**config.mk**
```make
export PLATFORM = sky130hd
export DESIGN_NAME = cpu_alu
export DESIGN_NICKNAME = d
export VERILOG_FILES = /design/src/hw/cpu_pkg.sv /design/src/hw/cpu_alu.sv
export VERILOG_INCLUDE_DIRS = /design/src /design/src/hw
export SDC_FILE = /design/constraint.sdc
export NUM_CORES = 1
export LEC_CHECK = 0
export ABC_AREA = 1
export BUFFER_PORTS_ARGS = -buffer_cell sky130_fd_sc_hd__buf_4
export CAP_MARGIN = 20
export CORE_ASPECT_RATIO = 0.75
export CORE_MARGIN = 2
export CORE_UTILIZATION = 35
export DETAILED_ROUTE_END_ITERATION = 8
export MAX_ROUTING_LAYER = met4
export SLEW_MARGIN = 20
export SYNTH_ARGS = -nofsm -noshare
export SYNTH_HDL_FRONTEND = slang
export SYNTH_SLANG_ARGS = --single-unit
```
**constraint.sdc**
```tcl
create_clock -name vclk -period 7.7
set_input_delay 1.925 -clock vclk [all_inputs]
set_output_delay 1.925 -clock vclk [all_outputs]
set_load 0.1 [all_outputs]
```
**src/hw/cpu_config.svh**
```systemverilog
// build-time sizing for the cpu, included by the package and by the blocks that size storage
`ifndef CPU_CONFIG_SVH
`define CPU_CONFIG_SVH

////////////////////////////////////////////////////////////////////////////
// program store
////////////////////////////////////////////////////////////////////////////

// instruction words in the rom
// 8 bit load and fetch addresses cover all of it
`define CPU_ROM_DEPTH 256

////////////////////////////////////////////////////////////////////////////
// uart transmit
////////////////////////////////////////////////////////////////////////////

// beats allowed in flight before the receiver must hand credits back
`define CPU_UART_CREDITS 2

////////////////////////////////////////////////////////////////////////////
// datapath
////////////////////////////////////////////////////////////////////////////

`define CPU_DATA_W 8 // a, b, alu and uart byte

`endif

```
**src/hw/cpu_pkg.sv**
```systemverilog
// shared types for the cpu: instruction fields, the instruction word and the uart beat
`include "cpu_config.svh"

package cpu_pkg;

    // where the alu result goes
    typedef enum logic [3:0] {
        tgt_rega     = 4'd0,
        tgt_regb     = 4'd1,
        tgt_pclo     = 4'd2, // loads pc from {pchitmp, result}
        tgt_pchitmp  = 4'd3, // stages the high byte of a far jump
        tgt_pc       = 4'd4, // 16 bit jump, uses the jump view
        tgt_uart     = 4'd5,
        tgt_halt     = 4'd6,
        tgt_not_used = 4'd7  // no write, alu and flags only
    } target_e;

    typedef enum logic [2:0] {
        src_a     = 3'd0,
        src_b     = 3'd1,
        src_immed = 3'd2,
        src_zero  = 3'd3
    } source_e;

    typedef enum logic [3:0] {
        op_pass_a = 4'd0, // first operand
        op_pass_b = 4'd1, // second operand
        op_add    = 4'd2,
        op_sub    = 4'd3, // carry is borrow
        op_and    = 4'd4,
        op_or     = 4'd5,
        op_xor    = 4'd6,
        op_inc    = 4'd7  // first operand + 1
    } alu_op_e;

    typedef enum logic [2:0] {
        cond_always = 3'd0,
        cond_z      = 3'd1,
        cond_nz     = 3'd2,
        cond_c      = 3'd3,
        cond_nc     = 3'd4
    } cond_e;

    // alu form of the word, used by every target except pc
    typedef struct packed {
        target_e     target;
        cond_e       cond;
        source_e     srca;
        source_e     srcb;
        alu_op_e     op;
        logic        set_flags;
        logic [7:0]  immed8;
        logic [21:0] pad;
    } alu_view_t;

    // jump form, same target and cond bits up front
    typedef struct packed {
        target_e     target;
        cond_e       cond;
        logic [15:0] immed16;
        logic [24:0] pad;
    } jump_view_t;

    typedef union packed {
        alu_view_t  alu;
        jump_view_t jmp;
    } instr_u; // 48 bits either way

    typedef struct packed {
        logic                   valid;
        logic [`CPU_DATA_W-1:0] data;
    } uart_beat_t;

endpackage

```
**src/hw/cpu_alu.sv**
```systemverilog
// combinational alu: operand select, 8 bit result, carry out and zero flag
module cpu_alu import cpu_pkg::*; (
    input  logic [7:0] a,
    input  logic [7:0] b,
    input  logic [7:0] immed,
    input  source_e    srca,
    input  source_e    srcb,
    input  alu_op_e    op,
    output logic [7:0] result,
    output logic       carry,
    output logic       zero
);

    logic [7:0] x; // first operand
    logic [7:0] y; // second operand
    logic [8:0] wide; // result with carry in bit 8

    // one mux shared by both operand ports
    function automatic logic [7:0] pick(source_e sel, logic [7:0] ra, logic [7:0] rb,
                                        logic [7:0] im);
        logic [7:0] v;
        case (sel)
            src_a:     v = ra;
            src_b:     v = rb;
            src_immed: v = im;
            default:   v = 8'h00; // src_zero and spare codes
        endcase
        return v;
    endfunction

    assign x = pick(srca, a, b, immed);
    assign y = pick(srcb, a, b, immed);

    always_comb begin
        case (op)
            op_pass_a: wide = {1'b0, x};
            op_pass_b: wide = {1'b0, y};
            op_add:    wide = {1'b0, x} + {1'b0, y};
            op_sub:    wide = {1'b0, x} - {1'b0, y}; // bit 8 set on borrow
            op_and:    wide = {1'b0, x & y};
            op_or:     wide = {1'b0, x | y};
            op_xor:    wide = {1'b0, x ^ y};
            op_inc:    wide = {1'b0, x} + 9'd1;
            default:   wide = 9'h000;
        endcase
    end

    assign result = wide[7:0];
    assign carry  = wide[8];
    assign zero   = (wide[7:0] == 8'h00);

endmodule

```
Yosys cells after proc, flatten, opt, wreduce, memory -nomap -nowiden. Cells that the tools add are included.

Flip-flop bits (word level): 0. Bits in latches: 0. Memory bits (writable): 0. Bits in read-only memories: 0. Input bits: 34. Output and inout bits: 10. Memories kept: 0.

Add/sub/neg operators: 3. $mul: 0. Div/mod/pow operators: 0. $lt $le $gt $ge: 0. Equality and inequality tests: 11. Shift operators: 0. Mux-type cells: 3. Bitwise logic cells: 3. Reductions and logical operators: 4.

Operators by type and width (number): 9-bit one-hot mux with 8 select lines (1); 8-bit one-hot mux with 3 select lines (2); 4-bit by 3-bit equality test with 1-bit output, second input constant (4); 8-bit by 1-bit adder with 9-bit output, second input constant (1); 8-bit by 8-bit adder with 9-bit output (1); 8-bit by 8-bit subtractor with 9-bit output (1); 8-bit bitwise AND (1); 4-bit by 2-bit equality test with 1-bit output, second input constant (2); 8-bit zero test (1); 8-bit bitwise OR (1); 8-bit XOR (1); 3-bit by 1-bit equality test with 1-bit output, second input constant (2); 3-bit by 2-bit equality test with 1-bit output, second input constant (2); 3-bit zero test (2); 4-bit by 1-bit equality test with 1-bit output, second input constant (1); 4-bit zero test (1).

Depth between registers and ports, before layout.
Word-level depth: 5. Mapped depth: 25. Gate-level depth less buffers: 24.

Least setup slack after synthesis. No wires, ideal clock.

Path type: input to output. Start: in srcb[1]. End: out zero. Arrival: 6275 ps. Setup slack: -500 ps. Stages on the path: 19. Buffers on the path: 1. Cells stage by stage: buf_6 inv_2 nand2_1 nor2_2 nand2_1 nand3_1 inv_1 ha_1 nand2_1 o21ai_0 fa_1 xor2_1 nand2_1 nand2_1 nor2_1 nand3_1 nor2_1 nand3_1 nor2_1.

Word-level cells in the longest chain between the ends: 5.

RTL lines: start, declared (line cpu_alu.sv:7) `input source_e srcb,`; 3-bit by 2-bit equality test with 1-bit output, or another cell as far along (line cpu_alu.sv:22) `case (sel)`; 8-bit one-hot mux with 3 select lines (*) (line cpu_alu.sv:22); 8-bit by 8-bit subtractor with 9-bit output, or another cell as far along (line cpu_alu.sv:39) `op_sub: wide = {1'b0, x} - {1'b0, y};`; 9-bit one-hot mux with 8 select lines (*) (line cpu_alu.sv:35) `case (op)`; named net result[2] (line cpu_alu.sv:9) `output logic [7:0] result,`; 8-bit zero test (*) (line cpu_alu.sv:50) `assign zero = (wide[7:0] == 8'h00);`; end, declared (line cpu_alu.sv:11) `output logic zero`.

The timed path passes the listed nets; every way through them passes the cells marked *.

Worst setup path in the final report.
Start: in srcb[1]. End: out zero.

Word-level cells in the longest chain between the ends: 5.

RTL lines (line): 3-bit by 2-bit equality test with 1-bit output, or another cell as far along (cpu_alu.sv:22); 8-bit one-hot mux with 3 select lines (*) (cpu_alu.sv:22); 8-bit by 8-bit subtractor with 9-bit output, or another cell as far along (cpu_alu.sv:39); 9-bit one-hot mux with 8 select lines (*) (cpu_alu.sv:35); 8-bit zero test (*) (cpu_alu.sv:50).

Every way passes the cells marked *; elsewhere a longest branch is shown, timed or not.

==> metrics <==
drt first pass iters 5; CP Max Fanout 12; io pins 44; post-layout min period 7.23 ns; layout cells sized above 1 17.3%; DR vias/cell 5.09; Worst path most repeated cell nand2_1; initial antenna violation count 0; FFs & Latches 0; class of the worst hold path in2out; setup violators final 0; met2 capacity usage during global routing 31.6%; Starting Density 35.9%; post-route ant nets 0; total congestion overflow 0; grt met3 use 0.244%; Worst EP arrival 5.31 ns; relative slew slack 55.5%; P per Cell Area 77.8 nW/um^2; Max-Cap Viols 0; DRC 0; global-route wire length before repair 9.96 mm; top-count cell post-synth nand2_1; Inserted Diodes 0; GR Layer Usage met1 33.4%; vias after detailed routing 2376; vias in the first global route 2044; Hold-fix buffers, CTS 0; drt total wl 5.95 mm; Die W 88.9 um; Seq/Total Area, Yosys 0%; Area Overhead vs Synth 19.6%; YS warnings 0; slowest stage delay, CP 0.30 ns; largest cells by area after synthesis nand3_1 (20%), nand2_1 (20%), ha_1 (18%), inv_1 (10%), nor2_1 (7.5%); largest net degree at the start of global routing 18; CP startpoint srcb[1]; Worst Path Required 5.78 ns; number of post-CTS setup repair buffers 0; cell row count 23; Mapped Nets 418; wire per inst 12.7 um; fin nets 456; register area 0 sq um; Synth Area per Inst 5.31 sq um; most used routing layer met1; setup tns final 0 ns; Synth top cells by count nand2_1 (100), nand3_1 (76), inv_1 (51), nor2_1 (38), ha_1 (27); VDD IR max 0.0792 mV; CP Class in2out; Post-Synthesis Cells 356; worst slew pin tran 0.667 ns; CP max-delay cell ha_1; die area 6020 sq um; final period utilization 93.9%; crit-path cells buf_4 > inv_2 > nand2_1 > nor2_2 > nand2_1 > nand3_1 > inv_1 > ha_1 > nand2_1 > o21ai_0 > o21ai_0 > ha_1 > nand2_1 > inv_1 > a21oi_1 > nand3_1 > nand2_1 > nor2_1 > nor2_1 > nand3_1 > nor2_4 > buf_4; Post-Layout Cell Count 467; DP Wirelength 5.08 mm; Startpoint Class input pin; Pins Over Slew Limit 0; top cell type's share of synthesized area 20.1%; Mapped Area 1890 sq um; Yosys cell types 25; cell taking the most area after synthesis nand3_1; Die H 67.7 um; number of cells on the worst hold path 5; GP Congestion 0.897; status finished, final reports clean; clock buffer count 0; Resize count post-CTS 0; RSZ-0062 raised after global routing no; dpl cells 467; CORE AREA 5270 sq um; DR iter-0 viols 128; hold_sp op[0]; final hold vios 0; PortBufs 44; Worst setup EP type primary output; GRT Util Overall 21.2%; leakage power 1.32 nW; Max Clock Freq 138 MHz
[layer usage]
layer,routed length [um],part of all wire (%)
met1,3170,53
met4,4,0.067
met5,0,0
met3,348,5.8
met2,2430,41
[final timing paths]
path	end	slack, ns
max	zero	0.47
min	result[2]	4.48
[stage by stage]
stage                     hold slack [ns]  setup WS, ns  cell area (sq um)  utilization, %  power [mW]
after detailed placement             4.47         0.536               2260            43.0       0.174
after floorplan                      4.38         0.225               1900               -       0.128
after CTS                            4.48         0.525               2260            43.0       0.175
final                                4.48         0.470               2260            43.0       0.176
after global routing                 4.53        0.0206               2260            43.0       0.193
after global placement               4.48         0.618               2260            43.0       0.174
[area by class of cell]
| type | count | area, sq um |
|---|---|---|
| well taps | 75 | 93.8 |
| inverters | 53 | 199 |
| fillers | 600 | 3000 |
| multi-input cells | 295 | 1640 |
| repair buffers | 44 | 330 |
[cell families (layout without fill, tap and decap cells)]
kind of cell	after synthesis	after routing	share of synthesized area [%]
fa+ha+maj	28	28	18.9
xor+xnor	1	1	0.463
simple gates	246	246	61.0
buf+inv	61	97	13.8
compound gates	20	20	5.82
[power by group]
| group | leakage, nW | total [mW] | internal, mW | switching, mW |
|---|---|---|---|---|
| logic | 1.32 | 0.176 | 0.0514 | 0.125 |
| clock network | 0 | 0 | 0 | 0 |
| registers | 0 | 0 | 0 | 0 |
[critical path: cells and delay by family]
kind | cells | cell delay, ns
and+or+nand+nor | 12 | 1.54
AOI/OAI and AO/OA | 3 | 0.55
buffers and inverters | 5 | 0.78
adders and majority gates | 2 | 0.50
[placed cells by master, fill, tap and decap left out, drive strengths merged]
cell / instances
xor2: 1
a21oi: 9
nand3b: 6
nand2: 100
buf: 44
nand3: 84
o21ai: 9
inv: 53
nor2: 48
fa: 1
nand4: 5
o211ai: 1
nor3: 3
ha: 27
a32oi: 1
Note: power is estimated with default switching activity, not from simulation.
