==> src/hw/cpu_config.svh <==
// build-time sizing for the cpu, included by the package and by the blocks that size storage
`ifndef CPU_CONFIG_SVH
`define CPU_CONFIG_SVH

////////////////////////////////////////////////////////////////////////////
// program store
////////////////////////////////////////////////////////////////////////////

// instruction words in the rom
// 8 bit load and fetch addresses cover all of it
`define CPU_ROM_DEPTH 256

////////////////////////////////////////////////////////////////////////////
// uart transmit
////////////////////////////////////////////////////////////////////////////

// beats allowed in flight before the receiver must hand credits back
`define CPU_UART_CREDITS 2

////////////////////////////////////////////////////////////////////////////
// datapath
////////////////////////////////////////////////////////////////////////////

`define CPU_DATA_W 8 // a, b, alu and uart byte

`endif

==> src/hw/cpu_pkg.sv <==
// shared types for the cpu: instruction fields, the instruction word and the uart beat
`include "cpu_config.svh"

package cpu_pkg;

    // where the alu result goes
    typedef enum logic [3:0] {
        tgt_rega     = 4'd0,
        tgt_regb     = 4'd1,
        tgt_pclo     = 4'd2, // loads pc from {pchitmp, result}
        tgt_pchitmp  = 4'd3, // stages the high byte of a far jump
        tgt_pc       = 4'd4, // 16 bit jump, uses the jump view
        tgt_uart     = 4'd5,
        tgt_halt     = 4'd6,
        tgt_not_used = 4'd7  // no write, alu and flags only
    } target_e;

    typedef enum logic [2:0] {
        src_a     = 3'd0,
        src_b     = 3'd1,
        src_immed = 3'd2,
        src_zero  = 3'd3
    } source_e;

    typedef enum logic [3:0] {
        op_pass_a = 4'd0, // first operand
        op_pass_b = 4'd1, // second operand
        op_add    = 4'd2,
        op_sub    = 4'd3, // carry is borrow
        op_and    = 4'd4,
        op_or     = 4'd5,
        op_xor    = 4'd6,
        op_inc    = 4'd7  // first operand + 1
    } alu_op_e;

    typedef enum logic [2:0] {
        cond_always = 3'd0,
        cond_z      = 3'd1,
        cond_nz     = 3'd2,
        cond_c      = 3'd3,
        cond_nc     = 3'd4
    } cond_e;

    // alu form of the word, used by every target except pc
    typedef struct packed {
        target_e     target;
        cond_e       cond;
        source_e     srca;
        source_e     srcb;
        alu_op_e     op;
        logic        set_flags;
        logic [7:0]  immed8;
        logic [21:0] pad;
    } alu_view_t;

    // jump form, same target and cond bits up front
    typedef struct packed {
        target_e     target;
        cond_e       cond;
        logic [15:0] immed16;
        logic [24:0] pad;
    } jump_view_t;

    typedef union packed {
        alu_view_t  alu;
        jump_view_t jmp;
    } instr_u; // 48 bits either way

    typedef struct packed {
        logic                   valid;
        logic [`CPU_DATA_W-1:0] data;
    } uart_beat_t;

endpackage

==> src/hw/uart_credit_tx.sv <==
// uart transmit side: credit counter plus one parallel byte beat per accepted write
`include "cpu_config.svh"

module uart_credit_tx import cpu_pkg::*; (
    input  logic       clk,
    input  logic       rst,
    input  logic       wr,
    input  logic [7:0] data,
    input  logic       credit_ret, // one pulse per credit handed back
    output logic       can_send,
    output uart_beat_t tx
);

    localparam int unsigned MAX_CRED = `CPU_UART_CREDITS;
    localparam int CRED_W = $clog2(MAX_CRED + 1);

    logic [CRED_W-1:0] credits;
    logic              accept;

    assign can_send = (credits != '0);
    assign accept   = wr && can_send;

    // beat goes out in the same cycle as the write, no buffering
    assign tx.valid = accept;
    assign tx.data  = data;

    always_ff @(posedge clk) begin
        if (rst) begin
            credits <= CRED_W'(MAX_CRED);
        end else begin
            case ({accept, credit_ret})
                2'b10:   credits <= credits - 1'b1; // sent
                2'b01:   credits <= credits + 1'b1; // returned
                default: credits <= credits;        // both or neither
            endcase
        end
    end

    ////////////////////////////////////////////////////////////////////////////
    // checks
    ////////////////////////////////////////////////////////////////////////////

    // ctrl must already have stalled the write when the pool is empty
    a_wr_has_credit: assert property (
        @(posedge clk) disable iff (rst) wr |-> can_send
    );

    // receiver hands back more than was ever sent
    a_no_over_return: assert property (
        @(posedge clk) disable iff (rst)
        (credit_ret && !accept) |-> (credits < CRED_W'(MAX_CRED))
    );

    // counter never leaves 0 to MAX_CRED
    // a send from an empty pool wraps and lands above the top
    a_count_range: assert property (
        @(posedge clk) disable iff (rst) credits <= CRED_W'(MAX_CRED)
    );

endmodule

==> config.mk <==
export PLATFORM = sky130hd
export DESIGN_NAME = uart_credit_tx
export DESIGN_NICKNAME = d
export VERILOG_FILES = /design/src/hw/cpu_pkg.sv /design/src/hw/uart_credit_tx.sv
export VERILOG_INCLUDE_DIRS = /design/src /design/src/hw
export SDC_FILE = /design/constraint.sdc
export NUM_CORES = 1
export LEC_CHECK = 0
export CAP_MARGIN = 20
export CELL_PAD_IN_SITES_DETAIL_PLACEMENT = 1
export CELL_PAD_IN_SITES_GLOBAL_PLACEMENT = 1
export CORE_AREA = 3 3 40 42
export DETAILED_ROUTE_END_ITERATION = 12
export DIE_AREA = 0 0 43 45
export DONT_BUFFER_PORTS = 1
export GPL_TIMING_DRIVEN = 0
export PLACE_DENSITY_LB_ADDON = 0.1
export SYNTH_ARGS = -nofsm -noshare
export SYNTH_HDL_FRONTEND = slang
export SYNTH_SLANG_ARGS = --single-unit
==> constraint.sdc <==
create_clock -name clk -period 3.3 [get_ports clk]
set_input_delay 0.33 -clock clk [delete_from_list [all_inputs] [get_ports clk]]
set_output_delay 0.33 -clock clk [all_outputs]
set_load 0.005 [all_outputs]
[Word-level counts from Yosys, hierarchy flattened]
Cells that the tools add are included.
Operators by class
  $add $sub $neg: 2
  multipliers: 0
  div/mod/pow operators: 0
  magnitude comparators: 0
  equal/unequal tests: 2
  shift operators: 0
  muxes and demuxes: 1
  bitwise logic cells: 0
  reductions and logical operators: 3
Operators by type and width (number)
  $pmux 2 s2: 1
  $reduce_bool 2->1: 2
  $add 2x1->2 const B: 1
  $eq 2x1->1 const B: 1
  $eq 2x2->1 const B: 1
  $sub 2x1->2 const B: 1
  $logic_and 1x1->1: 1
Storage, ports and cells
  register bits after elaboration: 2
  bits in latches: 0
  memory bits (writable): 0
  memory bits (read-only): 0
  input port bits: 12
  output and inout port bits: 10
  logic and storage cells: 9
  memories kept: 0

[Depth between registers and ports, before layout]
  depth in word-level cells: 4
  depth in mapped cells: 6
  mapped depth without buffers: 6

[Worst setup path before layout]
Ideal clock, no wire load.
  path type: register -> register
  start point: reg credits[0]
  end point: reg credits[1]
  setup time: 127 ps
  arrival: 1402 ps
  required time: 3173 ps
  slack: 1771 ps
  stages on the path, launching flop included: 6
  buffers on the path: 0
  period minus slack after synthesis: 1529 ps
  cells stage by stage: dfxtp_1 -> or2_2 -> nand2_1 -> ha_1 -> o21ai_0 -> or3b_1
On the way
  word-level cells in the longest chain between the ends: 4
  elaborated cells on any way between the ends: 8
  those cells by class: 2 x add/sub; 2 x eq/ne; 1 x mux; 3 x reduce/logical
RTL lines
  from (decl): line uart_credit_tx.sv:17  | logic [CRED_W-1:0] credits;
  from (signal assigned): line uart_credit_tx.sv:29  | credits <= CRED_W'(MAX_CRED);
  from (signal assigned): line uart_credit_tx.sv:32  | 2'b10: credits <= credits - 1'b1;
  from (signal assigned): line uart_credit_tx.sv:33  | 2'b01: credits <= credits + 1'b1;
  $reduce_bool 2->1 *: line uart_credit_tx.sv:20  | assign can_send = (credits != '0);
  net can_send: line uart_credit_tx.sv:10  | output logic can_send,
  $logic_and 1x1->1 *: line uart_credit_tx.sv:21  | assign accept = wr && can_send;
  $eq 2x1->1 / $eq 2x2->1 (equally long branches): line uart_credit_tx.sv:31  | case ({accept, credit_ret})
  $pmux 2 s2 / $reduce_bool 2->1 (equally long branches)
The timed path passes the listed nets; every way through them passes the cells marked *.
A chain may end at the register's enable or synchronous reset.

[Final worst setup path]
Same ends and word-level chain as after synthesis.

==> impl_metrics.ini <==
[route]
drt-initial-drc-count = 3
drt_first_pass_iters = 4
ant_nets = 0
wire_per_inst_um = 8.92
vias = 133
routed_wl_um = 348
remaining_drc_errors = 0
vias_per_cell = 3.41

[synth]
ys_types = 11
synth-seq-cells = 2
syn_inst = 21
syn_area_per_cell_um2 = 8.28
netlist_area_um2 = 174
ys_seq_area_share_pct = 23.0
syn_nets = 34
yosysWarnings = 0

[sta]
period_needed_ns = 1.65
tightest_slew_ns = 0.179
post-route-period-util_pct = 49.9
rsz0062_at_grt = no
maxSlewViolCount = 0
fin_tns_setup_ns = 0
fin_skew_ns = 0.000622
finalHoldViolations = 0
slew_headroom_pct = 88.1
fmax_mhz = 607
setup_ws_ns = 1.65
whs_ns = 0.179
setup_violations = 0

[final_layout]
final_layout_size_suffix_gt1_share_pct = 54.2
stdcell_count = 39
reg_top3 = credits: 2 flops
n_antenna_cell = 0
final_cell_mix = 9 x buf_4, 3 x clkbuf_4, 2 x xor2_1, 2 x dfxtp_1
utilization_pct = 16.7
nets = 39
syn2layout_area_growth_pct = 23.7
fillers = 153
top_register = credits
largest_reg_flops = 2
final_common_cell = buf_4

[die]
num_rows = 13
die_h_um = 45
initial_core_util_pct = 13.5
core_um2 = 1280
die_w_um = 43
ios = 22
die-area_um2 = 1940

[grt]
overflow = 0
antenna_found_initial = 0
groute.usage.overall_pct = 3.82
grt_pass1_wl_um = 448
first_global_vias = 110
grt_max_degree = 4

[critical_path]
endpoint_kind = flip-flop
required_ns = 3.40
critical_path_class = flip-flop to flip-flop
cp-start-kind = flip-flop
path_buf_inv = 0
worst_path_max_delay_cell = or3b_1
path_max_fanout = 3
cp_slowest_stage_delay_ns = 0.35
crit_family = simple AND/OR/NAND/NOR gates
crit_chain = or2_2, nand2_1, ha_1, o21ai_0, or3b_1
arrival_ns = 1.74

[pwr]
p_leak_nw = 0.111
p_comb_share_pct = 29.9
p_seq_share_pct = 28.7
p_sw_share_pct = 27.3
p_clk_share_pct = 41.5
p_int_w = 0.0000925
switching_power_w = 0.0000347
power_density_nw_per_um2 = 591
ir_drop_uv = 243

[placement]
place_inst = 36
gp_congestion = 0.571
io_buffers = 0
pre_cts_slack_ns = 1.68

[clocking]
clk_latency_ns = 0.22
clock_tree.buffer_depth = 2
root_buffer = clkbuf_4
cts_tree = built
cts-resized-gates = 0
post-cts-setup-buffers = 0
numCtsBuffers = 3
cts.sinks = 2
clk_pin_slew_worst_paths_ns = 0.03
htree_levels = 1
ctsHoldBuffers = 0

[run]
cap_violations = 0

[status]
status = finished, final reports clean

[min_path]
min_path_type = input port to flip-flop
[synth_stat cells, drive strengths merged]
master	instances	area, µm²
buf	9	67.6
dfxtp	2	40.0
ha	1	12.5
inv	1	3.75
nand2	1	3.75
nor2	1	3.75
nor3	1	5.00
o21ai	1	5.00
or2	1	6.26
or3b	1	8.76
xor2	2	17.5
[cell families (layout without fill, tap and decap cells)]
kind of cell	count (synthesis)	in the layout	share of synthesized area (%)
adders and majority gates	1	1	7.19
AOI/OAI and AO/OA	1	1	2.87
buffers and inverters	10	13	41.0
xor gates and xnor gates	2	2	10.1
DFF	2	2	23.0
and+or+nand+nor	5	5	15.8
[worst register-to-register path, delay by kind of cell, from the launching register on]
kind	cells	cell delay, ns
fa+ha+maj	1	0.27
flops	1	0.33
simple gates	3	0.76
compound gates	1	0.17
[final cells by class]
type / count / area [µm²] / share of cell area [%]
tap: 15 / 18.8 / 8.72
inverter: 1 / 3.75 / 1.74
buffer: 9 / 67.6 / 31.4
sequential: 2 / 40.0 / 18.6
multi-input combinational: 9 / 62.6 / 29.1
clock buffer: 3 / 22.5 / 10.5
[metal layers]
layer	wire length (µm)	vias up	part of all wire, %	GRT usage [%]
li1	-	63	-	-
met1	172	54	49	4.56
met2	94	16	27	2.69
met3	80	0	23	5.98
met4	0	0	0	1.81
met5	0	-	0	0
[power groups by stage]
stage / combinational [W] / sequential (W) / clock (W)
final: 0.0000380 / 0.0000364 / 0.0000527
after global routing: 0.0000430 / 0.0000374 / 0.0000603
after CTS: 0.0000384 / 0.0000363 / 0.0000561
after detailed placement: 0.0000377 / 0.0000366 / 0
after global placement: 0.0000382 / 0.0000363 / 0
after floorplan: 0.0000334 / 0.0000353 / 0
[metrics by stage]
stage | total power, W | instance area, µm²
finish | 0.000127 | 215
global route | 0.000141 | 215
CTS | 0.000131 | 215
detailed placement | 0.0000743 | 193
global placement | 0.0000745 | 193
floorplan | 0.0000688 | 174
[path summary, 6_finish.rpt]
path	endpoint	depth (start not counted)	slack, ns	from
setup reg to reg	credits[1]	5	1.65	credits[0]
hold reg to reg	credits[0]	2	0.56	credits[0]
setup / recovery	credits[1]	5	1.65	credits[0]
hold / removal	credits[0]	1	0.18	rst
No activity file was read; power rests on OpenSTA's default activity.
