File: src/hw/cpu_config.svh
// build-time sizing for the cpu, included by the package and by the blocks that size storage
`ifndef CPU_CONFIG_SVH
`define CPU_CONFIG_SVH

////////////////////////////////////////////////////////////////////////////
// program store
////////////////////////////////////////////////////////////////////////////

// instruction words in the rom
// 8 bit load and fetch addresses cover all of it
`define CPU_ROM_DEPTH 256

////////////////////////////////////////////////////////////////////////////
// uart transmit
////////////////////////////////////////////////////////////////////////////

// beats allowed in flight before the receiver must hand credits back
`define CPU_UART_CREDITS 2

////////////////////////////////////////////////////////////////////////////
// datapath
////////////////////////////////////////////////////////////////////////////

`define CPU_DATA_W 8 // a, b, alu and uart byte

`endif

File: src/hw/cpu_pkg.sv
// shared types for the cpu: instruction fields, the instruction word and the uart beat
`include "cpu_config.svh"

package cpu_pkg;

    // where the alu result goes
    typedef enum logic [3:0] {
        tgt_rega     = 4'd0,
        tgt_regb     = 4'd1,
        tgt_pclo     = 4'd2, // loads pc from {pchitmp, result}
        tgt_pchitmp  = 4'd3, // stages the high byte of a far jump
        tgt_pc       = 4'd4, // 16 bit jump, uses the jump view
        tgt_uart     = 4'd5,
        tgt_halt     = 4'd6,
        tgt_not_used = 4'd7  // no write, alu and flags only
    } target_e;

    typedef enum logic [2:0] {
        src_a     = 3'd0,
        src_b     = 3'd1,
        src_immed = 3'd2,
        src_zero  = 3'd3
    } source_e;

    typedef enum logic [3:0] {
        op_pass_a = 4'd0, // first operand
        op_pass_b = 4'd1, // second operand
        op_add    = 4'd2,
        op_sub    = 4'd3, // carry is borrow
        op_and    = 4'd4,
        op_or     = 4'd5,
        op_xor    = 4'd6,
        op_inc    = 4'd7  // first operand + 1
    } alu_op_e;

    typedef enum logic [2:0] {
        cond_always = 3'd0,
        cond_z      = 3'd1,
        cond_nz     = 3'd2,
        cond_c      = 3'd3,
        cond_nc     = 3'd4
    } cond_e;

    // alu form of the word, used by every target except pc
    typedef struct packed {
        target_e     target;
        cond_e       cond;
        source_e     srca;
        source_e     srcb;
        alu_op_e     op;
        logic        set_flags;
        logic [7:0]  immed8;
        logic [21:0] pad;
    } alu_view_t;

    // jump form, same target and cond bits up front
    typedef struct packed {
        target_e     target;
        cond_e       cond;
        logic [15:0] immed16;
        logic [24:0] pad;
    } jump_view_t;

    typedef union packed {
        alu_view_t  alu;
        jump_view_t jmp;
    } instr_u; // 48 bits either way

    typedef struct packed {
        logic                   valid;
        logic [`CPU_DATA_W-1:0] data;
    } uart_beat_t;

endpackage

File: src/hw/cpu_ctrl.sv
// two phase sequencer and decoder; turns the current word into one set of enables per instruction
module cpu_ctrl import cpu_pkg::*; (
    input  logic    clk,
    input  logic    rst,
    input  instr_u  instr,
    input  logic    flag_z,
    input  logic    flag_c,
    input  logic    can_send,
    output logic    exec,       // 0 fetch, 1 exec
    output logic    wr_a,
    output logic    wr_b,
    output logic    wr_pchitmp,
    output logic    pc_jump16,  // pc <= immed16
    output logic    pc_jump_lo, // pc <= {pchitmp, result}
    output logic    pc_inc,
    output logic    uart_wr,
    output logic    halted,
    output source_e srca,
    output source_e srcb,
    output alu_op_e op,
    output logic    set_flags
);

    target_e tgt;
    logic    cond_ok;
    logic    active;    // exec with a true condition
    logic    stall;     // uart write waiting on a credit
    logic    halt_fire;

    assign tgt = instr.alu.target; // same bits in the jump view

    always_comb begin
        case (instr.alu.cond)
            cond_always: cond_ok = 1'b1;
            cond_z:      cond_ok = flag_z;
            cond_nz:     cond_ok = !flag_z;
            cond_c:      cond_ok = flag_c;
            cond_nc:     cond_ok = !flag_c;
            default:     cond_ok = 1'b0; // unused codes never execute
        endcase
    end

    assign active    = exec && cond_ok;
    assign stall     = active && (tgt == tgt_uart) && !can_send;
    assign halt_fire = active && (tgt == tgt_halt);

    // target decode, at most one of these per exec cycle
    assign wr_a       = active && (tgt == tgt_rega);
    assign wr_b       = active && (tgt == tgt_regb);
    assign wr_pchitmp = active && (tgt == tgt_pchitmp);
    assign pc_jump16  = active && (tgt == tgt_pc);
    assign pc_jump_lo = active && (tgt == tgt_pclo);
    assign uart_wr    = active && (tgt == tgt_uart) && can_send;

    // falls through on everything else, false conditions included
    // halt leaves pc parked on the halt word
    assign pc_inc = exec && !stall && !halt_fire && !pc_jump16 && !pc_jump_lo;

    // flag bits overlap immed16 in the jump view so pc never sets flags
    assign set_flags = active && !stall && (tgt != tgt_pc) && instr.alu.set_flags;

    assign srca = instr.alu.srca;
    assign srcb = instr.alu.srcb;
    assign op   = instr.alu.op;

    always_ff @(posedge clk) begin
        if (rst) begin
            exec   <= 1'b0;
            halted <= 1'b0;
        end else begin
            if (halt_fire) begin
                halted <= 1'b1; // sticky until reset
            end
            if (exec) begin
                exec <= stall; // hold exec until the credit shows up
            end else begin
                exec <= !halted;
            end
        end
    end

    ////////////////////////////////////////////////////////////////////////////
    // checks
    ////////////////////////////////////////////////////////////////////////////

    // pc moves once per instruction
    // an update is always followed by a fetch cycle
    a_one_pc_update: assert property (
        @(posedge clk) disable iff (rst)
        (pc_jump16 || pc_jump_lo || pc_inc) |=> !(pc_jump16 || pc_jump_lo || pc_inc)
    );

    // once stopped, the sequencer stays parked with nothing firing
    a_halt_quiet: assert property (
        @(posedge clk) disable iff (rst)
        halted |=> (halted && !exec && !uart_wr && !set_flags)
    );

endmodule

File: config.mk
export PLATFORM = sky130hd
export DESIGN_NAME = cpu_ctrl
export DESIGN_NICKNAME = d
export VERILOG_FILES = /design/src/hw/cpu_pkg.sv /design/src/hw/cpu_ctrl.sv
export VERILOG_INCLUDE_DIRS = /design/src /design/src/hw
export SDC_FILE = /design/constraint.sdc
export NUM_CORES = 1
export LEC_CHECK = 0
export BUFFER_PORTS_ARGS = -buffer_cell sky130_fd_sc_hd__buf_2
export CAP_MARGIN = 20
export CORE_MARGIN = 2
export CORE_UTILIZATION = 25
export DETAILED_ROUTE_END_ITERATION = 7
export PLACE_DENSITY = 0.83
export SYNTH_ARGS = -nofsm -noshare
export SYNTH_HDL_FRONTEND = slang
export SYNTH_SLANG_ARGS = --single-unit
File: constraint.sdc
create_clock -name clk -period 2.1 [get_ports clk]
set_input_delay 0 -clock clk [delete_from_list [all_inputs] [get_ports clk]]
set_output_delay 0 -clock clk [all_outputs]
set_load 0.01 [all_outputs]
Yosys cells after proc, flatten, opt, wreduce, memory -nomap -nowiden --
Index checks and enable logic that the tools add are counted.
Word-level totals: register bits 2, latch bits 0, memory bits (writable) 0, ROM bits 0, input bits 53, output and inout bits 20, logic and storage cells 42, memories 0
Operators by class: $add $sub $neg 0, multiply operators 0, divide/modulo/power cells 0, $lt $le $gt $ge 0, equal/unequal tests 11, shift-type cells 0, multiplexer cells 2, bitwise operators 0, reductions and logical operators 27
Operator list (number):
- $logic_and 1x1->1 | 17
- $eq 4x3->1 const B | 3
- $eq 4x2->1 const B | 2
- $logic_not 1->1 | 8
- $eq 3x2->1 const B | 2
- $pmux 1 s5 | 1
- $eq 4x1->1 const B | 1
- $logic_not 4->1 | 1
- $ne 4x3->1 const B | 1
- $eq 3x1->1 const B | 1
- $eq 3x3->1 const B | 1
- $logic_not 3->1 | 1
- $mux 1 | 1

Depth between registers and ports, before layout --
Gate-level depths: netlist of run 1.
depth in word-level cells 10, depth in mapped cells 4, mapped depth without buffers 3

Worst setup path before layout of run 1 --
No wires, ideal clock.
path type flip-flop to output port, from register exec, to output set_flags, data arrival time 0.948 ns, required time 2.100 ns, path slack 1.152 ns, stages on the path, launching flop included 2, cell sequence dfxtp_1 nor4bb_1
On the way: longest elaborated chain between the ends 7
Ends and longest elaborated chain:
- start: declaration | line cpu_ctrl.sv:9 | output logic exec,
- start signal: assignment | line cpu_ctrl.sv:75 | exec <= stall;
- start signal: assignment | line cpu_ctrl.sv:77 | exec <= !halted;
- $logic_and 1x1->1 * | line cpu_ctrl.sv:43 | assign active = exec && cond_ok;
- $logic_and 1x1->1 (2 in a row) | line cpu_ctrl.sv:44 | assign stall = active && (tgt == tgt_uart) && !can_send;
- $logic_not 1->1 | line cpu_ctrl.sv:60 | assign set_flags = active && !stall && (tgt != tgt_pc) && instr.alu.set_flags;
- $logic_and 1x1->1 * (3 in a row) | line cpu_ctrl.sv:60
- end: declaration | line cpu_ctrl.sv:21 | output logic set_flags
Mark *: on every way between the ends. The rest lies on a longest branch, timed or not.

Final worst setup path of run 1 --
Ends and elaborated chain as after synthesis.

==> results summary, run 1 <==
The number of distinct library cells after synthesis came out at 24. The count of boundary I/O pins is 73. The DRC violations left came out at 0. The clock latency at the later pin of the worst-skew pair is roughly 0.23 ns. The wire length per cell after detailed routing came out at 12.5 µm. The overall track demand over capacity in global routing is 0.108. The largest fanout on the critical path came out at 11. The number of placement rows came out at 13. The transition time at the pin with the least slew margin came out at 0.430 ns.

The final count of hold timing violations came out at 0. The congestion estimate from routability-driven global placement came to 0.757. The buffers inserted during post-CTS setup optimization came out at 0.

The synthesis-stage register bit count is 2. Clock tree synthesis found a total of 2 sinks. The register cell area after layout came out at around 40 µm². The area share of the largest cell type after synthesis came out at 0.215. For this configuration, the core starts out at a cell density of 0.268.

The worst-case clock buffer depth is 2. The finished cells cover 432 µm². The cell area after placement came out at 399 µm². The ratio of total power to cell area is 434 nW/µm².

The headroom to the max-slew limit is 0.712. The final-layout fill cell count came out at 150. The sum of routed wire length over all layers is 901 µm.

The area of combinational cells with multiple inputs is 223 µm². The fraction of synthesis flops using an asynchronous set or reset pin came out at 0. The number of global-route vias before repair came out at 296. The maximum clock frequency came out at 845 MHz. The first global-routing pass estimated 1230 µm of wire.

The share of final-layout standard cells stronger than drive strength 1 is 0.491. Counting cells, the worst reg-to-reg path comes to 3. The count of final max-slew check failures came to 0. Using the TritonRoute via totals, the vias-per-cell ratio works out to 5.13. The synthesized area divided by synthesized cell count is a little over 8 µm². The critical path data required time is ~2.1 ns. Entering global routing, the biggest net connects 12 pins. The run finished with clean final reports. The count of mapped cells out of synthesis is 42. The number of flops mapped to enable cells by yosys is 0. The total number of vias is between 300 and 400. The total core area is ~1300 µm².

The initial antenna violation count came out at 0. The number of diodes added for antenna fixing is 0. The number of warnings issued by yosys is 0. The area of the die is 1710 µm². TritonCTS built the clock tree. For this run, the post-layout net count is 112. The part of the cycle the worst path needs came out at 0.563. Once detail routing completed, the nets flagged for antenna violations numbered 0.

The mapped cell area came out at 349 µm². The most common cell in the synthesized netlist is sky130_fd_sc_hd__buf_4. Clock-pin slew was measured on the worst setup and hold paths at 0.03 ns. The start-to-end type of the worst setup path is register to output port. The first-iteration detailed-routing DRC count came out at 6. For this run, the detailed router's first-pass iteration total came to 4.

The number of input and output port buffers inserted is 22. The most used flip-flop cell after synthesis is sky130_fd_sc_hd__dfxtp_1. The tree is rooted in a sky130_fd_sc_hd__clkbuf_4. In the synthesized netlist, the cells that appear most often are sky130_fd_sc_hd__buf_4 (10), sky130_fd_sc_hd__nor2_1 (3).

For the final database, setup skew stands at 0.00183 ns. Setup repair after global routing left no endpoint under its margin. The worst setup path is captured at an output port. TritonCTS created 3 clock buffers. The setup violation total in the final timing report is 0. The register area share after synthesis came out at 0.115.

The number of maximum-capacitance constraint violations is 0. The height of the die came out at 41.4 µm. The worst hold path passes through 0 cells. Global routing finished with a remaining overflow of 0. IR analysis of the VDD net gives a maximum drop of between 0.1 and 0.15 mV. The worst path in the final design needs a cycle of 1.18 ns, including I/O delays and setup. From synthesis to final layout, the design area changed by 23.7%.

Data on the critical path arrives at its endpoint at 1.18 ns. The width of the die came out at between 40 and 50 µm. The total leakage power is 0.000199 µW. The worst hold path belongs to the class primary input to output port. The setup TNS after final layout came out at 0 ns.

The net count of the mapped netlist is 95. Yosys attributes the largest share of cell area to sky130_fd_sc_hd__buf_4 (22%), sky130_fd_sc_hd__dfxtp_1 (11%), sky130_fd_sc_hd__a211oi_4 (5.7%), sky130_fd_sc_hd__and4b_1 (5.7%), sky130_fd_sc_hd__nor4b_1 (5.0%). The startpoint kind of the worst setup timing path is a register. The synthesized design spends more area on one cell type than any other, namely sky130_fd_sc_hd__buf_4.

In this run the number of H-tree levels came out at 1.
timing repair:
item | in CTS | in global routing
hold endpoints to repair | 2 | 0
hold buffers | 1 | 0
gates resized for setup | 0 | 0
worst paths after layout:
kind	from	endpoint	slack (ns)
max	exec	set_flags	0.92
min	instr[32]	op[1]	0.000004
min reg2reg	halted	exec	0.48
max reg2reg	exec	exec	1.09
logic make-up (layout without fill, tap and decap cells):
family | count (synthesis) | after routing | synth area share
and+or+nand+nor | 20 | 20 | 0.452
buffers and inverters | 13 | 28 | 0.247
AOI/OAI and AO/OA | 7 | 7 | 0.186
DFF | 2 | 2 | 0.115
placed cells by master, fill, tap and decap left out, types with 2 or more instances in the layout:
cell,netlist,routed
sky130_fd_sc_hd__buf_2,0,22
sky130_fd_sc_hd__nor2_1,3,3
sky130_fd_sc_hd__clkbuf_4,0,3
sky130_fd_sc_hd__inv_1,2,2
sky130_fd_sc_hd__o22ai_1,2,2
sky130_fd_sc_hd__and4b_1,2,2
sky130_fd_sc_hd__nor3b_1,2,2
sky130_fd_sc_hd__nor4b_1,2,2
sky130_fd_sc_hd__nor2b_1,2,2
sky130_fd_sc_hd__dfxtp_1,2,2
metal layers:
metal | up-vias | share of wire | global-route usage
li1 | 179 | - | -
met1 | 167 | 0.42 | 0.141
met2 | 19 | 0.45 | 0.164
met3 | 4 | 0.12 | 0.0266
met4 | 0 | 0.016 | 0.0565
met5 | - | 0 | 0
metrics by stage:
step           hold WS [ns]  power (µW)  std cells  worst slack [ns]  utilization
2_1_floorplan        0.0918        93.9         42              1.15            -
3_3_place_gp      0.0000686        97.2         68              1.02        0.307
3_5_place_dp      0.0000686        99.6         68             0.976        0.307
4_1_cts           0.0000686         192         72             0.901        0.332
5_1_grt           0.0000167         201         72             0.841        0.332
6_report         0.00000446         187         72             0.917        0.332
sequential cells by signal, indices dropped and copies added (netlist names):
name    count
halted      1
exec        1
final cells by class:
cell class	count	share of cell area
Multi-Input combinational cell	27	0.516
Sequential cell	2	0.0928
Timing Repair Buffer	23	0.278
Inverter	2	0.0174
Tap cell	15	0.0435
Clock buffer	3	0.0522
where the power goes:
group | internal (µW) | switching (µW) | leakage (µW)
Sequential | 40.0 | 3.58 | 0.0000164
Combinational | 28.6 | 28.5 | 0.000168
Clock | 63.2 | 23.4 | 0.0000138
critical path: stages, from the launching register on:
cell and delay (ns):
sky130_fd_sc_hd__dfxtp_1 0.47, sky130_fd_sc_hd__nor4bb_1 0.31, sky130_fd_sc_hd__buf_2 0.17
Note: power is estimated with default switching activity, not from simulation.
==> inputs of run 2 (changes only) <==
CORE_ASPECT_RATIO = 0.9   (was default)
CORE_UTILIZATION = 21   (was 25)
PLACE_DENSITY = 0.74   (was 0.83)
clock period = 1 ns   (was 2.1 ns; I/O delays follow)
==> run 2 against run 1 <==
The run now ends with setup timing left. Die area grew 17%. Hold slack is essentially flat. Flip-flop and latch count is the same. Sequential power grew 110%. Wire length grew 4.9%. Global-route usage shrank 1.8 points. Clock power grew 99%. Setup slack lost 0.96 ns. Final cell count grew 19%. Clock-buffer cell count is the same. Combinational power grew to 3.2 times the previous value.
==> results summary, run 2 (synthesis results as in run 1) <==
Status: complete, but fails checks (was complete, no violations). The final reports fail on setup timing. The internal power of the cells came out at 322 µW (was 132 µW). The placed cell count is 80 (was 68). The signal arrival time at the worst endpoint is 1.04 ns (was 1.18 ns). The number of buffers created by CTS is 3 (unchanged). The maximum clock frequency came out at approximately 960 MHz. The setup slack after placement is -0.0843 ns (was 0.976 ns).

The remaining number of nets flagged by the antenna check after routing is 0 (unchanged). The total number of vias came out at 382 (was 369). The effective utilization at floorplan is 0.233 (was 0.268). The ratio of total power to cell area came out at 782 nW/µm² (was 434 nW/µm²). The clock tree from TritonCTS is built (unchanged).

The number of maximum-capacitance constraint violations was 0 (unchanged). Largest registers: exec x1, halted x1 (unchanged). The height of the die came out at 42.7 µm (was 41.4 µm).

The critical path endpoint category was an output port (unchanged). The count of boundary I/O pins was 73 (unchanged). The core utilization of the finished layout was 0.379 (was 0.332). The initial antenna violation count came to 0 (unchanged). The number of diodes added for antenna fixing is 0 (unchanged). The placer's final routability congestion estimate came to 0.657 (was 0.757).

The overall track demand over capacity in global routing came out at 0.0900 (was 0.108). The portion of total power attributed to combinational logic came out at 0.411 (was 0.305). The total congestion overflow came out at 0 (unchanged). The highest ir drop seen on vdd is 0.217 mV (was 0.133 mV).

The number of global-route vias before repair came out at 336 (was 296). The number of input and output port buffers inserted is 22 (unchanged). The worst-case clock buffer depth is 2 (unchanged). The setup violation total in the final timing report came out at 6 (was 0).

The largest fanout on the critical path is 8 (was 11). The number of placement rows came out at 13 (unchanged). The width of the die is 47.0 µm (was 41.4 µm). The net count of the finished layout is 119 (was 112). The critical path data required time came to 1.00 ns (was 2.10 ns). The area of the die is 2000 µm² (was 1710 µm²). The first-iteration detailed-routing DRC count came to 0 (was 6). The net switching power of the design came out at 122 µW (was 55.4 µW).

The total leakage power is 0.000257 µW (was 0.000199 µW). The total power came to 443 µW (was 187 µW). The leading cell type in the layout, fill and taps excluded is sky130_fd_sc_hd__buf_2 (unchanged).

The headroom to the max-slew limit came out at 0.752 (was 0.712). The sum of routed wire length over all layers is 945 µm (was 901 µm). The final count of hold timing violations is 0 (unchanged). The depth of the CTS H-tree came to 1 (unchanged).

The final non-filler cell total came to 86 (was 72). RSZ-0062 raised after global routing: yes (was no). The clock latency at the later pin of the worst-skew pair is 0.22 ns (was 0.23 ns). The part of the cycle the worst path needs came out at 1.04. The pin count of the biggest net entering global routing was 10 (was 12). The CTS sink count is 2 (unchanged). The wire length per cell after detailed routing is 11.0 µm (was 12.5 µm). The layout-stage area growth over the synthesis result came out at 62.4% (was 23.7%). The classification of the worst-slack hold path is primary input to output port (unchanged).

The startpoint kind of the worst setup timing path is a primary input (was register). The fraction of power spent switching nets was 0.274 (was 0.296). The first-pass GRT wire length is 1350 µm (was 1230 µm).

The clock network fraction of total power is 0.387 (was 0.462). The post-route worst setup slack is -0.0444 ns (was 0.917 ns). The DRC violations left is 0 (unchanged).

The first-pass iteration count of the detailed router is 1 (was 4). The number of vias per cell is 4.44 (was 5.13). The start-to-end type of the worst setup path is primary input to output port (was register to output port). The clock root buffer is sky130_fd_sc_hd__clkbuf_4 (unchanged). The final worst clock skew is 0.00109 ns (was 0.00183 ns).

The total core area is 1500 µm² (was 1300 µm²). The transition time at the pin with the least slew margin came out at 0.371 ns (was 0.430 ns). The register share of total power is 0.202 (was 0.233). Commonest cells after routing, fill and taps aside: sky130_fd_sc_hd__buf_2 (18), sky130_fd_sc_hd__buf_4 (6), sky130_fd_sc_hd__buf_6 (4) (was sky130_fd_sc_hd__buf_2 (22), sky130_fd_sc_hd__nor2_1 (3), sky130_fd_sc_hd__clkbuf_4 (3)). The minimum clock period came out at 1.04 ns. The share of final-layout standard cells stronger than drive strength 1 came out at 0.656 (was 0.491). The count of final max-slew check failures came out at 0 (unchanged).
-- run 2: metrics by stage --
| stage | TNS, ns | instance area (µm²) | hold WS (ns) |
|---|---|---|---|
| 6_report | -0.192 | 567 | 0.00000443 |
| 2_1_floorplan | 0 | 349 | 0.0918 |
| 4_1_cts | -0.0870 | 519 | 0.0000686 |
| 3_5_place_dp | -0.385 | 445 | 0.0000686 |
| 3_3_place_gp | -0.264 | 445 | 0.0000686 |
| 5_1_grt | -0.613 | 567 | 0.0000172 |
-- run 2: worst max-delay path, stage by stage --
cell	delay, ns
sky130_fd_sc_hd__buf_6	0.09
sky130_fd_sc_hd__and4b_4	0.20
sky130_fd_sc_hd__a211oi_4	0.36
sky130_fd_sc_hd__and4b_1	0.25
sky130_fd_sc_hd__buf_2	0.14
-- run 2: area by class of cell --
type,count,area [µm²]
fillers,160,930
multi-input cells,27,263
repair buffers,30,205
flip-flops and latches,2,41.3
well taps,22,27.5
clock buffers,3,22.5
inverters,2,7.51
-- run 2: timing repair --
action / 4_1_cts / 5_1_grt
resized for setup: 7 / 9
endpoints found under the setup margin: 8 / 8
hold endpoints to repair: 1 / 0
pin swaps: 3 / 4
buffers inserted: 1 / 1
hold buffers: 1 / 0
-- run 2: final timing paths --
path	endpoint	start	cells after the start	slack, ns
hold reg to reg	exec	halted	1	0.46
setup / recovery	pc_jump_lo	flag_c	5	-0.04
setup reg to reg	halted	exec	3	0.15
hold / removal	srcb[0]	instr[35]	0	0.000004
-- run 2: per-layer routing --
layer  vias to the layer above  GRT usage  part of all wire
met5                         -          0                 0
met4                         0     0.0778             0.020
met3                         4    0.00851             0.079
met2                        12      0.134              0.50
met1                       170      0.110              0.40
li1                        196          -                 -
-- run 2: power groups by stage --
stage                     Clock (µW)  Combinational (µW)  Sequential (µW)
after global routing             182                 197             90.6
after CTS                        183                 158             89.2
final                            172                 182             89.6
after global placement             0                 135             88.4
after detailed placement           0                 138             88.8
after floorplan                    0                 105             92.2
==> inputs of run 3 (changes only) <==
REMOVE_ABC_BUFFERS = 1   (was default)
SKIP_LAST_GASP = 1   (was default)
==> run 3 against run 2 <==
The flow still finishes with violations (setup timing). Sequential share of layout area rose by 0.099 points. Hold slack barely moved. Register-to-register slack got worse by 0.09 ns. Clock power rose by 8%. Flip-flop and latch count did not move. Wire length rose by 43%. Highest routed layer is now met3.
==> results summary, run 3 (synthesis results as in run 1) <==
Status: complete, but fails checks (unchanged). Violated checks: setup timing (unchanged). The net count of the finished layout is 117 (was 119).

RSZ-0062 raised after global routing: yes (unchanged). The worst-case clock buffer depth is 2 (unchanged). The total power came to 473 µW (was 443 µW). The count of final max-slew check failures is 0 (unchanged).

The worst hold-check slack is 0.0000766 ns (was 0.00000443 ns). The classification of the worst-slack hold path is primary input to output port (unchanged). The total leakage power is 0.000253 µW (was 0.000257 µW). The DRC violations left came out at 0 (unchanged). The wire length per cell after detailed routing is 16.0 µm (was 11.0 µm). The initial antenna violation count was 0 (unchanged). The setup TNS after final layout is -0.0349 ns (was -0.192 ns).

The share of final-layout standard cells stronger than drive strength 1 is 0.661 (was 0.656). The number of input and output port buffers inserted is 22 (unchanged). The leading cell type in the layout, fill and taps excluded is sky130_fd_sc_hd__buf_2 (unchanged). The height of the die came out at 42.7 µm (unchanged). The count of boundary I/O pins came out at 73 (unchanged).

The signal arrival time at the worst endpoint came out at 1.02 ns (was 1.04 ns). The cell area after placement came to 438 µm² (was 445 µm²). The total core area came out at 1500 µm² (unchanged). The final design area excluding fillers came out at 593 µm² (was 567 µm²). Largest registers: exec x1, halted x1 (unchanged).

The highest ir drop seen on vdd is 0.283 mV (was 0.217 mV). The clock latency at the later pin of the worst-skew pair is 0.23 ns (was 0.22 ns). The clock root buffer is sky130_fd_sc_hd__clkbuf_4 (unchanged).

The minimum clock period is 1.02 ns (was 1.04 ns). The placed cell count is 79 (was 80). The critical path data required time is 1.00 ns (about the same). The startpoint kind of the worst setup timing path is a primary input (unchanged). The final count of hold timing violations is 0 (unchanged). The ratio of total power to cell area came out at 798 nW/µm² (was 782 nW/µm²). The CTS sink count came out at 2 (unchanged). The largest fanout on the critical path was 5 (was 8).

The number of maximum-capacitance constraint violations is 0 (unchanged). The number of vias per cell is 4.93 (was 4.44). The pin count of the biggest net entering global routing came out at 11 (was 10). The first-pass iteration count of the detailed router came out at 4 (was 1). The number of diodes added for antenna fixing came out at 0 (unchanged). The first-pass GRT wire length was 1820 µm (was 1350 µm). The number of global-route vias before repair came to 394 (was 336). The critical path endpoint category is an output port (unchanged). The layout-stage area growth over the synthesis result came out at 69.9% (was 62.4%).

The post-route worst setup slack came out at -0.0215 ns (was -0.0444 ns). The clock tree from TritonCTS is built (unchanged). The setup violation total in the final timing report was 4 (was 6). The placer's final routability congestion estimate came out at 0.671 (was 0.657). The start-to-end type of the worst setup path is primary input to output port (unchanged). The headroom to the max-slew limit came out at 0.748 (was 0.752). The final worst clock skew is 0.00154 ns (was 0.00109 ns).

The final non-filler cell total is 84 (was 86). The first-iteration detailed-routing DRC count is 4 (was 0). The buffers inserted during post-CTS setup optimization is 0 (was 1). The number of buffers created by CTS came out at 3 (unchanged). The number of placement rows came out at 13 (unchanged). The final-layout fill cell count came to 168 (was 160). The transition time at the pin with the least slew margin came out at 0.377 ns (was 0.371 ns). The total number of vias is 414 (was 382). The total congestion overflow came out at 0 (unchanged). The part of the cycle the worst path needs is 1.02 (was 1.04). Commonest cells after routing, fill and taps aside: sky130_fd_sc_hd__buf_2 (18), sky130_fd_sc_hd__buf_4 (4), sky130_fd_sc_hd__nor2_1 (3), sky130_fd_sc_hd__clkbuf_4 (3) (was sky130_fd_sc_hd__buf_2 (18), sky130_fd_sc_hd__buf_4 (6), sky130_fd_sc_hd__buf_6 (4)). The effective utilization at floorplan is 0.233 (unchanged).

The width of the die is 47.0 µm (unchanged). The area of the die came out at 2000 µm² (unchanged). The remaining number of nets flagged by the antenna check after routing was 0 (unchanged). The depth of the CTS H-tree came to 1 (unchanged). The maximum clock frequency is 979 MHz (was 957 MHz). The sum of routed wire length over all layers is 1350 µm (was 945 µm).

The overall track demand over capacity in global routing is 0.129 (was 0.0900).
## run 3: cell types whose count changed in the layout (fill, tap and decap cells not counted), sizes merged
cell	delta
a211oi	+1
buf	-3
## run 3: routing by layer
layer | wire (µm) | global-route usage
met1 | 501 | 0.146
met2 | 632 | 0.184
met3 | 213 | 0.0936
met4 | 0 | 0.0500
met5 | 0 | 0
## run 3: through the flow
stage | setup WS (ns) | util
2_1_floorplan | 0.0517 | -
6_report | -0.0215 | 0.396
3_5_place_dp | -0.110 | 0.293
4_1_cts | -0.106 | 0.350
3_3_place_gp | -0.0919 | 0.293
5_1_grt | -0.0705 | 0.396
## run 3: critical path, stage by stage
cell and delay, ns:
sky130_fd_sc_hd__buf_8 0.11, sky130_fd_sc_hd__and4b_4 0.36, sky130_fd_sc_hd__a211oi_4 0.07, sky130_fd_sc_hd__o41a_1 0.33, sky130_fd_sc_hd__buf_2 0.15
## run 3: power by group
part / switching, µW / total, µW / leakage, µW / internal (µW)
Clock: 51.9 / 185 / 0.0000138 / 133
Combinational: 90.9 / 197 / 0.000223 / 106
Sequential: 7.76 / 91.7 / 0.0000170 / 83.9
Total: 151 / 473 / 0.000253 / 323
## run 3: cell type report
class / count / area (µm²) / area share
clock buffers: 3 / 22.5 / 0.0380
well taps: 22 / 27.5 / 0.0464
inverters: 2 / 7.51 / 0.0127
flip-flops and latches: 2 / 43.8 / 0.0738
repair buffers: 27 / 183 / 0.308
multi-input cells: 28 / 309 / 0.521
## run 3: worst paths after layout
path	cells past startpoint	slack, ns	from	endpoint
hold reg to reg	1	0.48	halted	exec
hold / removal	0	0.00008	instr[33]	op[2]
setup reg to reg	3	0.06	exec	exec
setup / recovery	5	-0.02	instr[43]	pc_inc
## run 3: timing repair
item	CTS	global route
endpoints found under the hold margin	2	0
hold buffers	1	0
cloned	1	0
resized for setup	8	17
pin swaps	2	6
endpoints found under the setup margin	9	9
